$ cat src/common/icache_cfg_pkg.sv
package icache_cfg_pkg;

	////////////////////////////////////////////////////////////////////////////
	// cache geometry
	////////////////////////////////////////////////////////////////////////////

	// byte addresses from the fetch unit
	localparam int ADDR_W = 32;

	// 16 byte lines, 64 of them
	localparam int OFFSET_W = 4;
	localparam int INDEX_W = 6;
	localparam int TAG_W = ADDR_W - INDEX_W - OFFSET_W;
	localparam int NUM_LINES = 2 ** INDEX_W;

	// instruction words inside a line
	localparam int WORD_W = 32;
	localparam int WORDS_PER_LINE = 4;
	localparam int WORD_IDX_W = $clog2(WORDS_PER_LINE);

	// low address bits below the word select, always zero on the bus
	localparam int BYTE_SEL_W = OFFSET_W - WORD_IDX_W;

	////////////////////////////////////////////////////////////////////////////
	// width types
	////////////////////////////////////////////////////////////////////////////

	typedef logic [ADDR_W-1:0] addr_t;
	typedef logic [TAG_W-1:0] tag_t;
	typedef logic [INDEX_W-1:0] index_t;
	typedef logic [OFFSET_W-1:0] offset_t;
	typedef logic [WORD_W-1:0] word_t;

	// word 0 sits in the low bits
	typedef logic [WORDS_PER_LINE-1:0][WORD_W-1:0] line_t;

endpackage

$ cat src/common/icache_types_pkg.sv
package icache_types_pkg;

	import icache_cfg_pkg::*;

	////////////////////////////////////////////////////////////////////////////
	// items passed between the cache stages
	////////////////////////////////////////////////////////////////////////////

	// one request issued by lookup, checked one cycle later
	typedef struct packed {
		logic valid;
		addr_t addr;
	} fetch_req_t;

	// tag array entry as read back, valid bit leading
	typedef struct packed {
		logic valid;
		tag_t tag;
	} stored_tag_t;

	// answer to the fetch unit
	typedef struct packed {
		addr_t addr;
		word_t instr;
	} fetch_resp_t;

	// line to bring in from memory
	typedef struct packed {
		tag_t tag;
		index_t index;
	} miss_req_t;

	// line install from the refill engine
	typedef struct packed {
		logic en;
		index_t index;
		tag_t tag;
		line_t line;
	} array_wr_t;

	////////////////////////////////////////////////////////////////////////////
	// refill engine states
	////////////////////////////////////////////////////////////////////////////

	typedef enum logic [1:0] {
		IDLE,
		READ,
		INSTALL,
		DONE
	} refill_state_e;

endpackage

$ cat src/icache/icache_lookup.sv
`timescale 1ns/100ps

module icache_lookup (
	input  logic clock_i,
	input  logic rst_n_i,
	input  logic req_en_i,
	input  icache_cfg_pkg::addr_t req_addr_i,
	input  logic flush_i,
	input  logic retire_i,
	input  logic squash_i,
	input  logic miss_pending_i,
	input  logic resolved_i,
	output logic req_ready_o,
	output icache_cfg_pkg::index_t rd_index_o,
	output icache_types_pkg::fetch_req_t issue_o
);

	import icache_cfg_pkg::*;

	// accepted but not yet retired, oldest at head
	addr_t q_addr [2];
	logic head;
	logic tail;
	logic [1:0] q_count;

	// out of reset for at least one cycle
	logic up;
	logic accept;
	logic replay_start;
	logic replay_second;
	logic issue_valid;
	logic issue_valid_q;
	addr_t issue_addr;
	addr_t issue_addr_q;

	assign req_ready_o = up && (q_count != 2'd2) && !miss_pending_i;
	assign accept = req_en_i && req_ready_o;

	// the refill is in, go again from the oldest entry
	assign replay_start = resolved_i && miss_pending_i && (q_count != 2'd0);

	always_comb
	begin
		issue_valid = 1'b0;
		issue_addr = req_addr_i;
		if (replay_start)
		begin
			issue_valid = 1'b1;
			issue_addr = q_addr[head];
		end
		else if (replay_second && !squash_i)
		begin
			issue_valid = 1'b1;
			issue_addr = q_addr[~head];
		end
		else if (accept && !squash_i)
		begin
			issue_valid = 1'b1;
		end
	end

	// arrays latch this index on the same edge as the issue register
	assign rd_index_o = issue_addr[OFFSET_W +: INDEX_W];

	always_ff @(posedge clock_i or negedge rst_n_i)
	begin
		if (!rst_n_i)
		begin
			up <= 1'b0;
			head <= 1'b0;
			tail <= 1'b0;
			q_count <= 2'd0;
			replay_second <= 1'b0;
			issue_valid_q <= 1'b0;
		end
		else
		begin
			up <= 1'b1;
			issue_valid_q <= issue_valid && !flush_i;
			if (flush_i)
			begin
				head <= 1'b0;
				tail <= 1'b0;
				q_count <= 2'd0;
			end
			else
			begin
				if (accept)
					tail <= ~tail;
				if (retire_i)
					head <= ~head;
				q_count <= q_count + {1'b0, accept} - {1'b0, retire_i};
			end
			// a full queue needs one more reissue after the oldest
			if (flush_i || squash_i)
				replay_second <= 1'b0;
			else if (replay_start)
				replay_second <= q_count[1];
			else if (replay_second)
				replay_second <= 1'b0;
		end
	end

	always_ff @(posedge clock_i)
	begin
		if (accept)
			q_addr[tail] <= req_addr_i;
		issue_addr_q <= issue_addr;
	end

	assign issue_o = '{valid: issue_valid_q, addr: issue_addr_q};

	a_no_overflow: assert property (@(posedge clock_i) disable iff (!rst_n_i)
		q_count <= 2'd2);

	// the check stage only retires what was queued here
	a_retire_queued: assert property (@(posedge clock_i) disable iff (!rst_n_i)
		retire_i |-> (q_count != 2'd0));

endmodule

$ cat config.mk
export PLATFORM = sky130hd
export DESIGN_NAME = icache_lookup
export DESIGN_NICKNAME = d
export VERILOG_FILES = /design/src/common/icache_cfg_pkg.sv /design/src/common/icache_types_pkg.sv /design/src/icache/icache_lookup.sv
export SDC_FILE = /design/constraint.sdc
export NUM_CORES = 1
export LEC_CHECK = 0
export ABC_AREA = 1
export BUFFER_PORTS_ARGS = -buffer_cell sky130_fd_sc_hd__clkbuf_2
export CORE_AREA = 2 2 153 80
export CTS_CLUSTER_DIAMETER = 50
export DETAILED_ROUTE_END_ITERATION = 6
export DIE_AREA = 0 0 155 82
export PLACE_DENSITY = 0.66
export SLEW_MARGIN = 10
export SYNTH_ARGS = -nofsm -noshare
export SYNTH_HDL_FRONTEND = slang
export SYNTH_SLANG_ARGS = --single-unit
$ cat constraint.sdc
create_clock -name clock_i -period 3.64 [get_ports clock_i]
set_clock_uncertainty 0.1 [all_clocks]
set_input_delay 0.728 -clock clock_i [delete_from_list [all_inputs] [get_ports clock_i]]
set_output_delay 0.728 -clock clock_i [all_outputs]
set_load 0.02 [all_outputs]
==> results.json <==
{
  "outcome": "completed",
  "grt_max_degree": 94,
  "drive_above_1_share": 0.1897,
  "syn_area_per_cell_um2": 9.018,
  "die_h_um": 82,
  "cp_common_cell": "nand3_1",
  "root_buffer": "clkbuf_16",
  "cts-resized-gates": 0,
  "track_usage": 0.1608,
  "cts_buffers": 9,
  "areaGrowthSynthToFinish_pct": 17.96,
  "synth.cell_area_um2": 4473,
  "setup.worst_path.start_class": "flip-flop",
  "clkTransAtPathRegs_ns": 0.07,
  "crit_path_cell_trace": "o21ai_4 > nand3_1 > nand3_1 > clkbuf_2",
  "initialDrtViolationCount": 303,
  "fin_crit_ns": 2.892,
  "ys_ff_latch": 103,
  "final_common_cell": "nand2_1",
  "io_buffers": 79,
  "end_kind": "output port",
  "cts_setup_buffers": 0,
  "overflow": 0,
  "ir_drop_mv": 0.2905,
  "syn_nets": 538,
  "slew_headroom": 0.3784,
  "drt-total-wl_mm": 9.558,
  "tightest_slew_ns": 0.9289,
  "slew_viol_final": 0,
  "io_pins": 80,
  "p_total_w": 0.002669,
  "grt_pass1_wl_mm": 15.43,
  "crit_arrival_ns": 2.06,
  "place_congestion": 0.8022,
  "nFillCells": 1107,
  "finalSetupTns_ns": 0,
  "cts.htree.levels": 3,
  "maxCapViolCount": 0,
  "synth_cell_type_count": 19,
  "cts_tree": "done",
  "antenna_found_initial": 0,
  "reg2reg_slack_ns": 1.60,
  "via_per_inst": 4.658,
  "ant_nets": 0,
  "cp_slowest_cell": "o21ai_4",
  "max_freq_mhz": 345.8,
  "r2r_start": "head",
  "firstDrtPassIters": 5,
  "slowest_delay_ns": 0.77,
  "p_sw_frac": 0.2479,
  "hp-class": "primary input to async pin",
  "nets": 601,
  "cts_hold_buf": 0,
  "drc_errors": 0,
  "core-area_um2": 11460,
  "antenna_cells": 0,
  "pwr-share-comb": 0.123,
  "criticalPathCategory": "flip-flop to output port",
  "die-area_um2": 12710,
  "fp.dieW_um": 155,
  "r2r-end": "issue_addr_q[1]",
  "clkSinkCount": 103,
  "num_vias": 3326,
  "cts_buffer_depth": 2,
  "wl_per_cell_um": 13.39,
  "post-route-period-util": 0.7944,
  "grt_pass1_vias": 3108,
  "reg2regPathDepth": 4,
  "placementRows": 28,
  "switchingPower_w": 0.0006618,
  "ys_warn_count": 0,
  "clock_latency_ns": 0.34,
  "layout_common_cells": "nand2_1, clkbuf_2, inv_1",
  "p_leak_nw": 2.345,
  "path_max_fanout": 33,
  "p_int_w": 0.002007,
  "final_hold_viol_count": 0,
  "cp.required_ns": 2.81,
  "power_per_cell_area_nw_per_um2": 505.9,
  "rsz0062_at_grt": "no",
  "postSynthCellCount": 496,
  "start_util": 0.3905,
  "clockPowerShare": 0.376,
  "seq_area_frac_synth": 0.6120,
  "pwr-share-seq": 0.501,
  "dp_hpwl_mm": 6.227,
  "setup_violations": 0
}
-- worst max path at each step --
stage                   startpoint             to  slack, ns  depth (start not counted)
floorplan           miss_pending_i   q_addr[1][0]       0.73                          3
global placement    miss_pending_i  rd_index_o[4]       0.95                          7
detailed placement  miss_pending_i  rd_index_o[1]       0.92                          7
CTS                     q_count[1]  rd_index_o[1]       0.71                          4
global route            q_count[1]  rd_index_o[1]       0.55                          4
finish                  q_count[1]  rd_index_o[1]       0.75                          4
-- registers in the layout, summed over array words and instances, names as in the netlist --
register / flops
tail: 1
q_addr: 64
replay_second: 1
issue_valid_q: 1
up: 1
q_count: 2
issue_addr_q: 32
head: 1
-- kinds of logic after synthesis --
logic type	after synthesis	share of synthesized area
AND/OR/NAND/NOR	215	0.2034
adder cells (fa/ha/maj)	2	0.005594
flip-flops	103	0.6120
buffers and inverters	106	0.1001
XOR/XNOR	1	0.001958
other	1	0.0008384
AO/OA/AOI/OAI	68	0.07608
-- routing by layer --
metal / wire (um) / up-vias / share of wire / global-route usage
met5: 0 / - / 0 / 0
met4: 82 / 0 / 0.0086 / 0.03889
met3: 763 / 7 / 0.080 / 0.05435
met2: 4145 / 100 / 0.43 / 0.2453
met1: 4567 / 1500 / 0.48 / 0.2224
li1: - / 1719 / - / -
-- synth_stat cells --
| cell | n | area, um^2 |
|---|---|---|
| dfxtp_1 | 32 | 640.6 |
| xor2_1 | 1 | 8.760 |
| nand2_1 | 135 | 506.7 |
| buf_2 | 19 | 95.09 |
| ha_1 | 2 | 25.02 |
| clkbuf_1 | 7 | 26.28 |
| nor2_2 | 1 | 6.260 |
| nand3_1 | 66 | 330.3 |
| buf_4 | 7 | 52.55 |
| edfxtp_1 | 64 | 1922 |
| o21ai_0 | 65 | 325.3 |
| nand4_1 | 1 | 6.260 |
| nor2_1 | 10 | 37.54 |
| conb_1 | 1 | 3.750 |
| a21oi_1 | 2 | 10.01 |
| inv_1 | 73 | 274.0 |
| o21ai_1 | 1 | 5.000 |
| dfrtp_1 | 7 | 175.2 |
| nor2_4 | 2 | 22.52 |
-- layout make-up --
class                      count  area, um^2  share of cell area
clock buffer                  10       229.0             0.04340
clock inverter                 6       85.08             0.01613
inverter                      73       274.0             0.05193
multi-input combinational    287        1319              0.2499
sequential                   103        2741              0.5196
tap                          150       187.7             0.03557
timing repair buffer          85       440.4             0.08347
-- per-stage QoR --
stage                     hold WS (ns)  std cells  utilization  setup WS, ns  area, um^2
final                           0.1153        714       0.4606        0.7484        5276
after global routing            0.1124        714       0.4606        0.5548        5276
after CTS                       0.1109        714       0.4606        0.7133        5276
after detailed placement        0.4800        698       0.4332        0.9150        4962
after global placement          0.4774        698       0.4332        0.9464        4962
after floorplan                 0.3324        496            -        0.7316        4473
-- critical path, delay by kind of cell (launching register included) --
| family | cells | cell delay (ns) |
|---|---|---|
| flip-flops | 1 | 0.45 |
| AO/OA/AOI/OAI | 1 | 0.77 |
| AND/OR/NAND/NOR | 2 | 0.32 |
| buffers and inverters | 1 | 0.18 |
-- power by group through the flow --
stage	logic [W]	registers, W	clock network (W)
floorplan	0.000174	0.00140	0
global placement	0.000325	0.00136	0
detailed placement	0.000331	0.00136	0
CTS	0.000332	0.00134	0.00103
global route	0.000368	0.00134	0.00108
finish	0.000328	0.00134	0.00100
No activity file was read; power rests on OpenSTA's default activity.
