[src/common/icache_cfg_pkg.sv]
package icache_cfg_pkg;

	////////////////////////////////////////////////////////////////////////////
	// cache geometry
	////////////////////////////////////////////////////////////////////////////

	// byte addresses from the fetch unit
	localparam int ADDR_W = 32;

	// 16 byte lines, 64 of them
	localparam int OFFSET_W = 4;
	localparam int INDEX_W = 6;
	localparam int TAG_W = ADDR_W - INDEX_W - OFFSET_W;
	localparam int NUM_LINES = 2 ** INDEX_W;

	// instruction words inside a line
	localparam int WORD_W = 32;
	localparam int WORDS_PER_LINE = 4;
	localparam int WORD_IDX_W = $clog2(WORDS_PER_LINE);

	// low address bits below the word select, always zero on the bus
	localparam int BYTE_SEL_W = OFFSET_W - WORD_IDX_W;

	////////////////////////////////////////////////////////////////////////////
	// width types
	////////////////////////////////////////////////////////////////////////////

	typedef logic [ADDR_W-1:0] addr_t;
	typedef logic [TAG_W-1:0] tag_t;
	typedef logic [INDEX_W-1:0] index_t;
	typedef logic [OFFSET_W-1:0] offset_t;
	typedef logic [WORD_W-1:0] word_t;

	// word 0 sits in the low bits
	typedef logic [WORDS_PER_LINE-1:0][WORD_W-1:0] line_t;

endpackage

[src/common/icache_types_pkg.sv]
package icache_types_pkg;

	import icache_cfg_pkg::*;

	////////////////////////////////////////////////////////////////////////////
	// items passed between the cache stages
	////////////////////////////////////////////////////////////////////////////

	// one request issued by lookup, checked one cycle later
	typedef struct packed {
		logic valid;
		addr_t addr;
	} fetch_req_t;

	// tag array entry as read back, valid bit leading
	typedef struct packed {
		logic valid;
		tag_t tag;
	} stored_tag_t;

	// answer to the fetch unit
	typedef struct packed {
		addr_t addr;
		word_t instr;
	} fetch_resp_t;

	// line to bring in from memory
	typedef struct packed {
		tag_t tag;
		index_t index;
	} miss_req_t;

	// line install from the refill engine
	typedef struct packed {
		logic en;
		index_t index;
		tag_t tag;
		line_t line;
	} array_wr_t;

	////////////////////////////////////////////////////////////////////////////
	// refill engine states
	////////////////////////////////////////////////////////////////////////////

	typedef enum logic [1:0] {
		IDLE,
		READ,
		INSTALL,
		DONE
	} refill_state_e;

endpackage

[src/icache/icache_refill.sv]
`timescale 1ns/100ps

module icache_refill (
	input  logic clock_i,
	input  logic rst_n_i,
	input  logic miss_start_i,
	input  icache_types_pkg::miss_req_t miss_i,
	output logic wb_cyc_o,
	output logic wb_stb_o,
	output logic wb_we_o,
	output icache_cfg_pkg::addr_t wb_adr_o,
	input  icache_cfg_pkg::word_t wb_dat_i,
	input  logic wb_ack_i,
	output icache_types_pkg::array_wr_t wr_o,
	output logic resolved_o
);

	import icache_cfg_pkg::*;
	import icache_types_pkg::*;

	refill_state_e state;
	logic [WORD_IDX_W-1:0] word_cnt;
	logic last_word;

	// line being fetched and its collected words
	tag_t line_tag;
	index_t line_index;
	line_t line_buf;

	assign last_word = (word_cnt == WORD_IDX_W'(WORDS_PER_LINE - 1));

	////////////////////////////////////////////////////////////////////////////
	// Wishbone classic read cycles
	////////////////////////////////////////////////////////////////////////////

	assign wb_we_o = 1'b0;
	assign wb_adr_o = {line_tag, line_index, word_cnt, {BYTE_SEL_W{1'b0}}};

	always_ff @(posedge clock_i or negedge rst_n_i)
	begin
		if (!rst_n_i)
		begin
			state <= IDLE;
			word_cnt <= '0;
			wb_cyc_o <= 1'b0;
			wb_stb_o <= 1'b0;
		end
		else
		begin
			case (state)
				IDLE:
				begin
					if (miss_start_i)
					begin
						word_cnt <= '0;
						wb_cyc_o <= 1'b1;
						wb_stb_o <= 1'b1;
						state <= READ;
					end
				end
				READ:
				begin
					if (wb_stb_o && wb_ack_i)
					begin
						// stb goes low for one cycle between words
						wb_stb_o <= 1'b0;
						if (last_word)
						begin
							wb_cyc_o <= 1'b0;
							state <= INSTALL;
						end
						else
							word_cnt <= word_cnt + 1'b1;
					end
					else if (!wb_stb_o)
						wb_stb_o <= 1'b1;
				end
				INSTALL:
					state <= DONE;
				default:
					state <= IDLE;
			endcase
		end
	end

	always_ff @(posedge clock_i)
	begin
		if (state == IDLE && miss_start_i)
		begin
			line_tag <= miss_i.tag;
			line_index <= miss_i.index;
		end
		if (state == READ && wb_stb_o && wb_ack_i)
			line_buf[word_cnt] <= wb_dat_i;
	end

	////////////////////////////////////////////////////////////////////////////
	// install and report
	////////////////////////////////////////////////////////////////////////////

	assign wr_o = '{en: (state == INSTALL), index: line_index, tag: line_tag, line: line_buf};
	assign resolved_o = (state == DONE);

	// a slow slave sees the same address until it acks
	a_adr_stable: assert property (@(posedge clock_i) disable iff (!rst_n_i)
		(wb_stb_o && !wb_ack_i) |=> (wb_stb_o && $stable(wb_adr_o)));

endmodule

[config.mk]
export PLATFORM = sky130hd
export DESIGN_NAME = icache_refill
export DESIGN_NICKNAME = d
export VERILOG_FILES = /design/src/common/icache_cfg_pkg.sv /design/src/common/icache_types_pkg.sv /design/src/icache/icache_refill.sv
export SDC_FILE = /design/constraint.sdc
export NUM_CORES = 1
export LEC_CHECK = 0
export ABC_AREA = 1
export BUFFER_PORTS_ARGS = -buffer_cell sky130_fd_sc_hd__buf_2
export CAP_MARGIN = 20
export CORE_ASPECT_RATIO = 1.75
export CORE_UTILIZATION = 48
export CTS_BUF_LIST = sky130_fd_sc_hd__clkbuf_4
export DETAILED_ROUTE_END_ITERATION = 8
export PLACE_DENSITY = 0.82
export SLEW_MARGIN = 20
export SYNTH_ARGS = -nofsm -noshare
export SYNTH_HDL_FRONTEND = slang
export SYNTH_SLANG_ARGS = --single-unit
[constraint.sdc]
create_clock -name clock_i -period 3.7 [get_ports clock_i]
set_clock_uncertainty 0.2 [all_clocks]
set_input_delay 0.37 -clock clock_i [delete_from_list [all_inputs] [get_ports clock_i]]
set_output_delay 0.37 -clock clock_i [all_outputs]
set_load 0.01 [all_outputs]
==> results of run 1 <==
-- synthesized netlist by cell type (2+ instances only) --
master	instances	area, sq um
buf_4	31	233
dfrtp_1	6	150
edfxtp_1	156	4680
ha_1	11	138
inv_1	15	56.3
nand2_1	16	60.1
nand2_2	4	25.0
nand3_1	3	15.0
nand3_2	2	20.0
nand4_1	2	12.5
nor2_1	6	22.5
o21ai_0	2	10.0
-- cell families (layout without fill, tap and decap cells) --
logic type	after synthesis	count (layout)	share of synthesized area, %
AO/OA/AOI/OAI	4	4	0.413
adder cells (fa/ha/maj)	11	11	2.52
buffers and inverters	46	364	5.30
flip-flops	162	162	88.6
other	1	5	0.0688
AND/OR/NAND/NOR	34	34	3.05
-- through the flow --
step	util [%]	total power [mW]	instance area [sq um]	hold WS, ns
after floorplan	-	2.80	5460	-0.126
after global placement	60.3	3.04	6690	-0.00319
after detailed placement	60.3	3.09	6690	0.00277
after CTS	68.9	4.26	7650	0.254
after global routing	69.0	4.43	7660	0.270
final	69.0	4.24	7660	0.296
-- layer usage --
metal / part of all wire (%) / track usage, %
met2: 55 / 40.3
met1: 31 / 20.1
met4: 4.3 / 13.2
met3: 9.2 / 9.01
met5: 0 / 0
-- power breakdown --
group          leakage [nW]  internal [mW]  switching, mW
registers              1.49           2.21         0.0832
clock network         0.163          0.488          0.640
logic                  1.52          0.300          0.509
-- layout make-up --
class	count	area (sq um)
Clock inverter	15	196
Tap cell	132	165
Sequential cell	162	4830
Multi-Input combinational cell	52	368
Antenna cell	2	5.00
Timing Repair Buffer	317	1910
Clock buffer	17	128
Inverter	15	56.3
Fill cell	734	3440
-- state kept, by name (all words and copies together), names as in the netlist --
register / cells
wb_cyc_o: 1
word_cnt: 2
wr_o: 128
wb_stb_o: 1
line_index: 6
state: 2
line_tag: 22
-- repair_timing --
| item | in CTS | in global routing |
|---|---|---|
| endpoints found under the hold margin | 164 | 0 |
| buffers inserted | 0 | 0 |
| hold buffers | 64 | 0 |
-- worst max-delay path by stage --
stage                                     end            startpoint  slack, ns
after floorplan            wr_o[32]$_DFFE_PP_  state[1]$_DFFE_PN0P_       0.78
after global placement    wr_o[108]$_DFFE_PP_  state[1]$_DFFE_PN0P_       1.22
after detailed placement   wr_o[97]$_DFFE_PP_  state[1]$_DFFE_PN0P_       1.08
after CTS                  wr_o[98]$_DFFE_PP_  state[1]$_DFFE_PN0P_       1.05
after global routing      wr_o[121]$_DFFE_PP_  state[1]$_DFFE_PN0P_       0.85
final                     wr_o[116]$_DFFE_PP_  state[1]$_DFFE_PN0P_       1.10
-- critical path: stages, from the launching register on --
cell,delay [ns]
dfrtp_1,0.45
inv_1,0.14
ha_1,0.21
inv_1,0.06
nor2_1,0.15
inv_1,0.18
nor2_4,0.81
==> qor.yml, run 1 <==
die_x_um: 82.6
cts.sinks: 162
nets: 640
synth_seq_cells: 162
final_common_cell: "buf_2"
cts_root_buf: "clkbuf_4"
status: "complete, no violations"
dp_cells: 614
cts_buffers: 17
worstHoldEndpoint: "wb_cyc_o$_DFFE_PN0P_"
ant_nets: 0
dpl.hpwl_um: 8830
postCtsResizedCells: 0
dr_total_vias: 3468
end_kind: "register"
clock_latency_ns: 0.54
ys_async_sr_fraction_pct: 3.70
place_ws_ns: 1.08
core_sq_mm: 0.0111
path_max_fanout: 32
crit_required_ns: 3.67
rsz0062_at_grt: "no"
seq_area_frac_synth_pct: 88.6
startpoint_type: "register"
area_growth_pct: 40.4
final_cells: 712
slew_violations: 0
drv_cap: 0
ys_warn_count: 0
drt-total-wl_um: 13100
fmax_mhz: 385
synth_area_sq_mm: 0.00545
viasPerCell: 4.87
r2r-start: "state[1]$_DFFE_PN0P_"
drcViolationCount: 0
cts.clk_slew.worst_paths_ns: 0.13
cts_tree: "done"
grt_pass1_vias: 3414
crit_arrival_ns: 2.57
period_minus_slack_ns: 2.60
drt_iter0_drc: 135
tightestPinTransition_ns: 1.05
synth_edf_count: 156
die_area_sq_mm: 0.0118
cts_max_path_buffers: 2
numPortBuffers: 253
globalplace.congestion: 0.815
worstSetupPathType: "register to register"
antenna_found_initial: 2
p_leak_nw: 3.17
r2r_cells: 6
detail_route.first_pass.iterations: 5
finalHoldViolations: 0
ys.flop_type: "edfxtp_1"
ir_worst_vdd_v: 0.000384
setup-tns-final_ns: 0
io_pins: 257
synth_area_per_cell_sq_um: 21.1
power_density_mw_per_mm2: 553
yosysUniqueCellTypes: 16
slew_headroom_pct: 29.9
fin_crit_sh_pct: 70.2
timing.rr.end: "wr_o[116]$_DFFE_PP_"
reg2reg_setup_slack_ns: 1.10
final_cell_mix: "buf_2, edfxtp_1, dlygate4sd3_1"
fin_ws_ns: 1.10
finalSetupViolCount: 0
synth_cells: 258
min_path_cells: 2
avgRoutedWirePerCell_um: 18.4
hold_start: "wb_cyc_o$_DFFE_PN0P_"
die-height_um: 143
grt_pass1_wl_um: 18000
grt_usage_pct: 22.4
drive_above_1_share_pct: 51.0
fp-row-count: 51
grt-ovfl-total: 0
hold_path_class: "register to register"
initial_core_util_pct: 49.1
grt_max_degree: 33
h-tree-depth: 4
Power figures use the tool's default switching activity.
==> inputs of run 2 (changes only) <==
==> constraint.sdc (replaced) <==
create_clock -name clock_i -period 2.6 [get_ports clock_i]
set_clock_uncertainty 0.2 [all_clocks]
set_input_delay 0.26 -clock clock_i [delete_from_list [all_inputs] [get_ports clock_i]]
set_output_delay 0.26 -clock clock_i [all_outputs]
set_load 0.01 [all_outputs]
==> run 2 against run 1 <==
Effect of this change:
- global-route usage is 0.34 points higher
- fmax is 17% higher
- sequential cell count stayed put
- first-iteration DRC count is 39% higher
- worst setup slack worse by 0.71 ns
- non-clock buffer count is 6 higher
- highest routed layer unchanged
- via count is 1.2% lower
- critical path type unchanged
- critical path depth is 1 higher
- final area is 0.91% higher
- sequential power is 42% higher
- total power is 42% higher
==> qor.yml, run 2 (synthesis results as in run 1) <==
status: "complete, no violations"
fin_ws_ns: 0.388  # -0.714 ns
avgRoutedWirePerCell_um: 18.3  # about the same
final_cells: 718  # +0.84%
viasPerCell: 4.77  # -2.1%
core_sq_mm: 0.0111  # unchanged
crit_chain: "inv_1 > ha_1 > inv_1 > nor2_1 > inv_1 > nor2_4 > buf_12"
grt_usage_pct: 22.8  # +0.34 points
power_density_mw_per_mm2: 776  # +40%
startpoint_type: "register"
dpl.hpwl_um: 8860  # +0.35%
cts_root_buf: "clkbuf_4"
finalSetupViolCount: 0  # unchanged
hold_path_class: "input port to register"
die-height_um: 143  # unchanged
critPathSlowestCell: "dfrtp_1"
cts_buffers: 17  # unchanged
cts.clk_slew.worst_paths_ns: 0.15  # +0.02 ns
final_common_cell: "buf_2"
numPortBuffers: 253  # unchanged
crit_family: "buffers and inverters"
path_buf_inv: 4  # +1
end_kind: "register"
ir_worst_vdd_v: 0.000510  # +33%
clock_latency_ns: 0.51  # -0.03 ns
fin_crit_sh_pct: 85.1  # +15 points
fp-row-count: 51  # unchanged
period_minus_slack_ns: 2.21  # -0.386 ns
cts.sinks: 162  # unchanged
dp_cells: 620  # +0.98%
initial_core_util_pct: 49.1  # unchanged
largest_register_ffs: 128  # unchanged
fmax_mhz: 452  # +17%
nets: 646  # +0.94%
grt-ovfl-total: 0  # unchanged
drt_iter0_drc: 188  # +39%
grt_max_degree: 33  # unchanged
ant_nets: 0  # unchanged
detail_route.first_pass.iterations: 6  # +1
drive_above_1_share_pct: 51.7  # +0.67 points
dr_total_vias: 3425  # -1.2%
h-tree-depth: 4  # unchanged
die_area_sq_mm: 0.0118  # unchanged
crit_required_ns: 2.61  # -1.06 ns
p_total_mw: 6.00  # +42%
crit_path_max_incr_delay_ns: 0.45  # -0.36 ns
die_x_um: 82.6  # unchanged
place_ws_ns: 0.400  # -0.681 ns
grt_pass1_wl_um: 18400  # +2.3%
final_cell_mix: "buf_2, edfxtp_1, dlygate4sd3_1"
place_area_sq_mm: 0.00677  # +1.2%
cts_max_path_buffers: 2  # unchanged
drcViolationCount: 0  # unchanged
drv_cap: 0  # unchanged
antenna_found_initial: 2  # unchanged
postCtsResizedCells: 0  # unchanged
rsz0062_at_grt: "no"
cts_tree: "done"
grt_pass1_vias: 3494  # +2.3%
crit_top_cell: "inv_1"
p_leak_nw: 3.21  # +1.3%
globalplace.congestion: 0.854  # +4.8%
drt-total-wl_um: 13200  # +0.75%
path_max_fanout: 24  # -25%
slew_violations: 0  # unchanged
worstSetupPathType: "register to register"
area_growth_pct: 41.7
io_pins: 257  # unchanged
stdcell_area_sq_mm: 0.00773  # +0.91%
crit_arrival_ns: 2.22  # -0.35 ns
fillerInstances: 733  # -0.14%
finalHoldViolations: 0  # unchanged
run 2: cell types whose count changed in the layout (fill, tap and decap cells not counted), sizes merged:
cell	change
inv	-2
clkbuf	+1
buf	+6
clkinv	+1
run 2: worst paths after layout:
kind	depth (start not counted)	from	endpoint	slack, ns
setup / recovery	7	state[1]$_DFFE_PN0P_	wr_o[26]$_DFFE_PP_	0.39
min in group asynchronous	3	rst_n_i	wb_cyc_o$_DFFE_PN0P_	0.47
max in group asynchronous	3	rst_n_i	wb_stb_o$_DFFE_PN0P_	1.51
setup reg to reg	7	state[1]$_DFFE_PN0P_	wr_o[26]$_DFFE_PP_	0.39
hold reg to reg	2	wb_cyc_o$_DFFE_PN0P_	wb_cyc_o$_DFFE_PN0P_	0.30
hold / removal	2	miss_i[21]	line_tag[15]$_DFFE_PP_	0.23
run 2: power by group:
group          internal [mW]  leakage (nW)  total, mW  switching [mW]
combinational          0.452          1.56       1.16           0.712
clock                  0.694         0.163       1.57           0.875
sequential              3.15          1.49       3.26           0.119
total                   4.29          3.21       6.00            1.71
run 2: layout make-up:
class	instances	area, sq um	share of cell area, %
tap	132	165	2.14
timing repair buffer	323	1990	25.7
inverter	15	56.3	0.728
antenna	2	5.00	0.0647
clock inverter	14	176	2.28
clock buffer	18	135	1.75
multi-input combinational	52	368	4.76
sequential	162	4830	62.5
run 2: routing by layer:
| layer | share of wire, % | global-route usage (%) | up-vias | wire [um] |
|---|---|---|---|---|
| met3 | 8.4 | 7.60 | 31 | 1110 |
| met1 | 32 | 20.6 | 1656 | 4190 |
| met5 | 0 | 0 | - | 0 |
| li1 | - | - | 1551 | - |
| met4 | 3.7 | 13.9 | 0 | 485 |
| met2 | 56 | 41.6 | 187 | 7380 |
run 2: metrics by stage:
step / util, % / hold WS [ns] / TNS [ns]
3_3_place_gp: 61.0 / -0.106 / 0
6_report: 69.6 / 0.234 / 0
2_1_floorplan: - / -0.236 / -40.46
5_1_grt: 69.6 / 0.177 / 0
4_1_cts: 69.6 / 0.197 / 0
3_5_place_dp: 61.0 / -0.0993 / 0
run 2: worst reg2reg max path: stages, from the launching register on:
cell and delay (ns):
dfrtp_1 0.45, inv_1 0.14, ha_1 0.21, inv_1 0.06, nor2_1 0.13, inv_1 0.18
nor2_4 0.30, buf_12 0.24
run 2: timing repair:
item | CTS | global route
hold buffers | 64 | 0
endpoints found under the setup margin | 0 | 0
hold endpoints to repair | 168 | 0
buffers inserted | 0 | 0
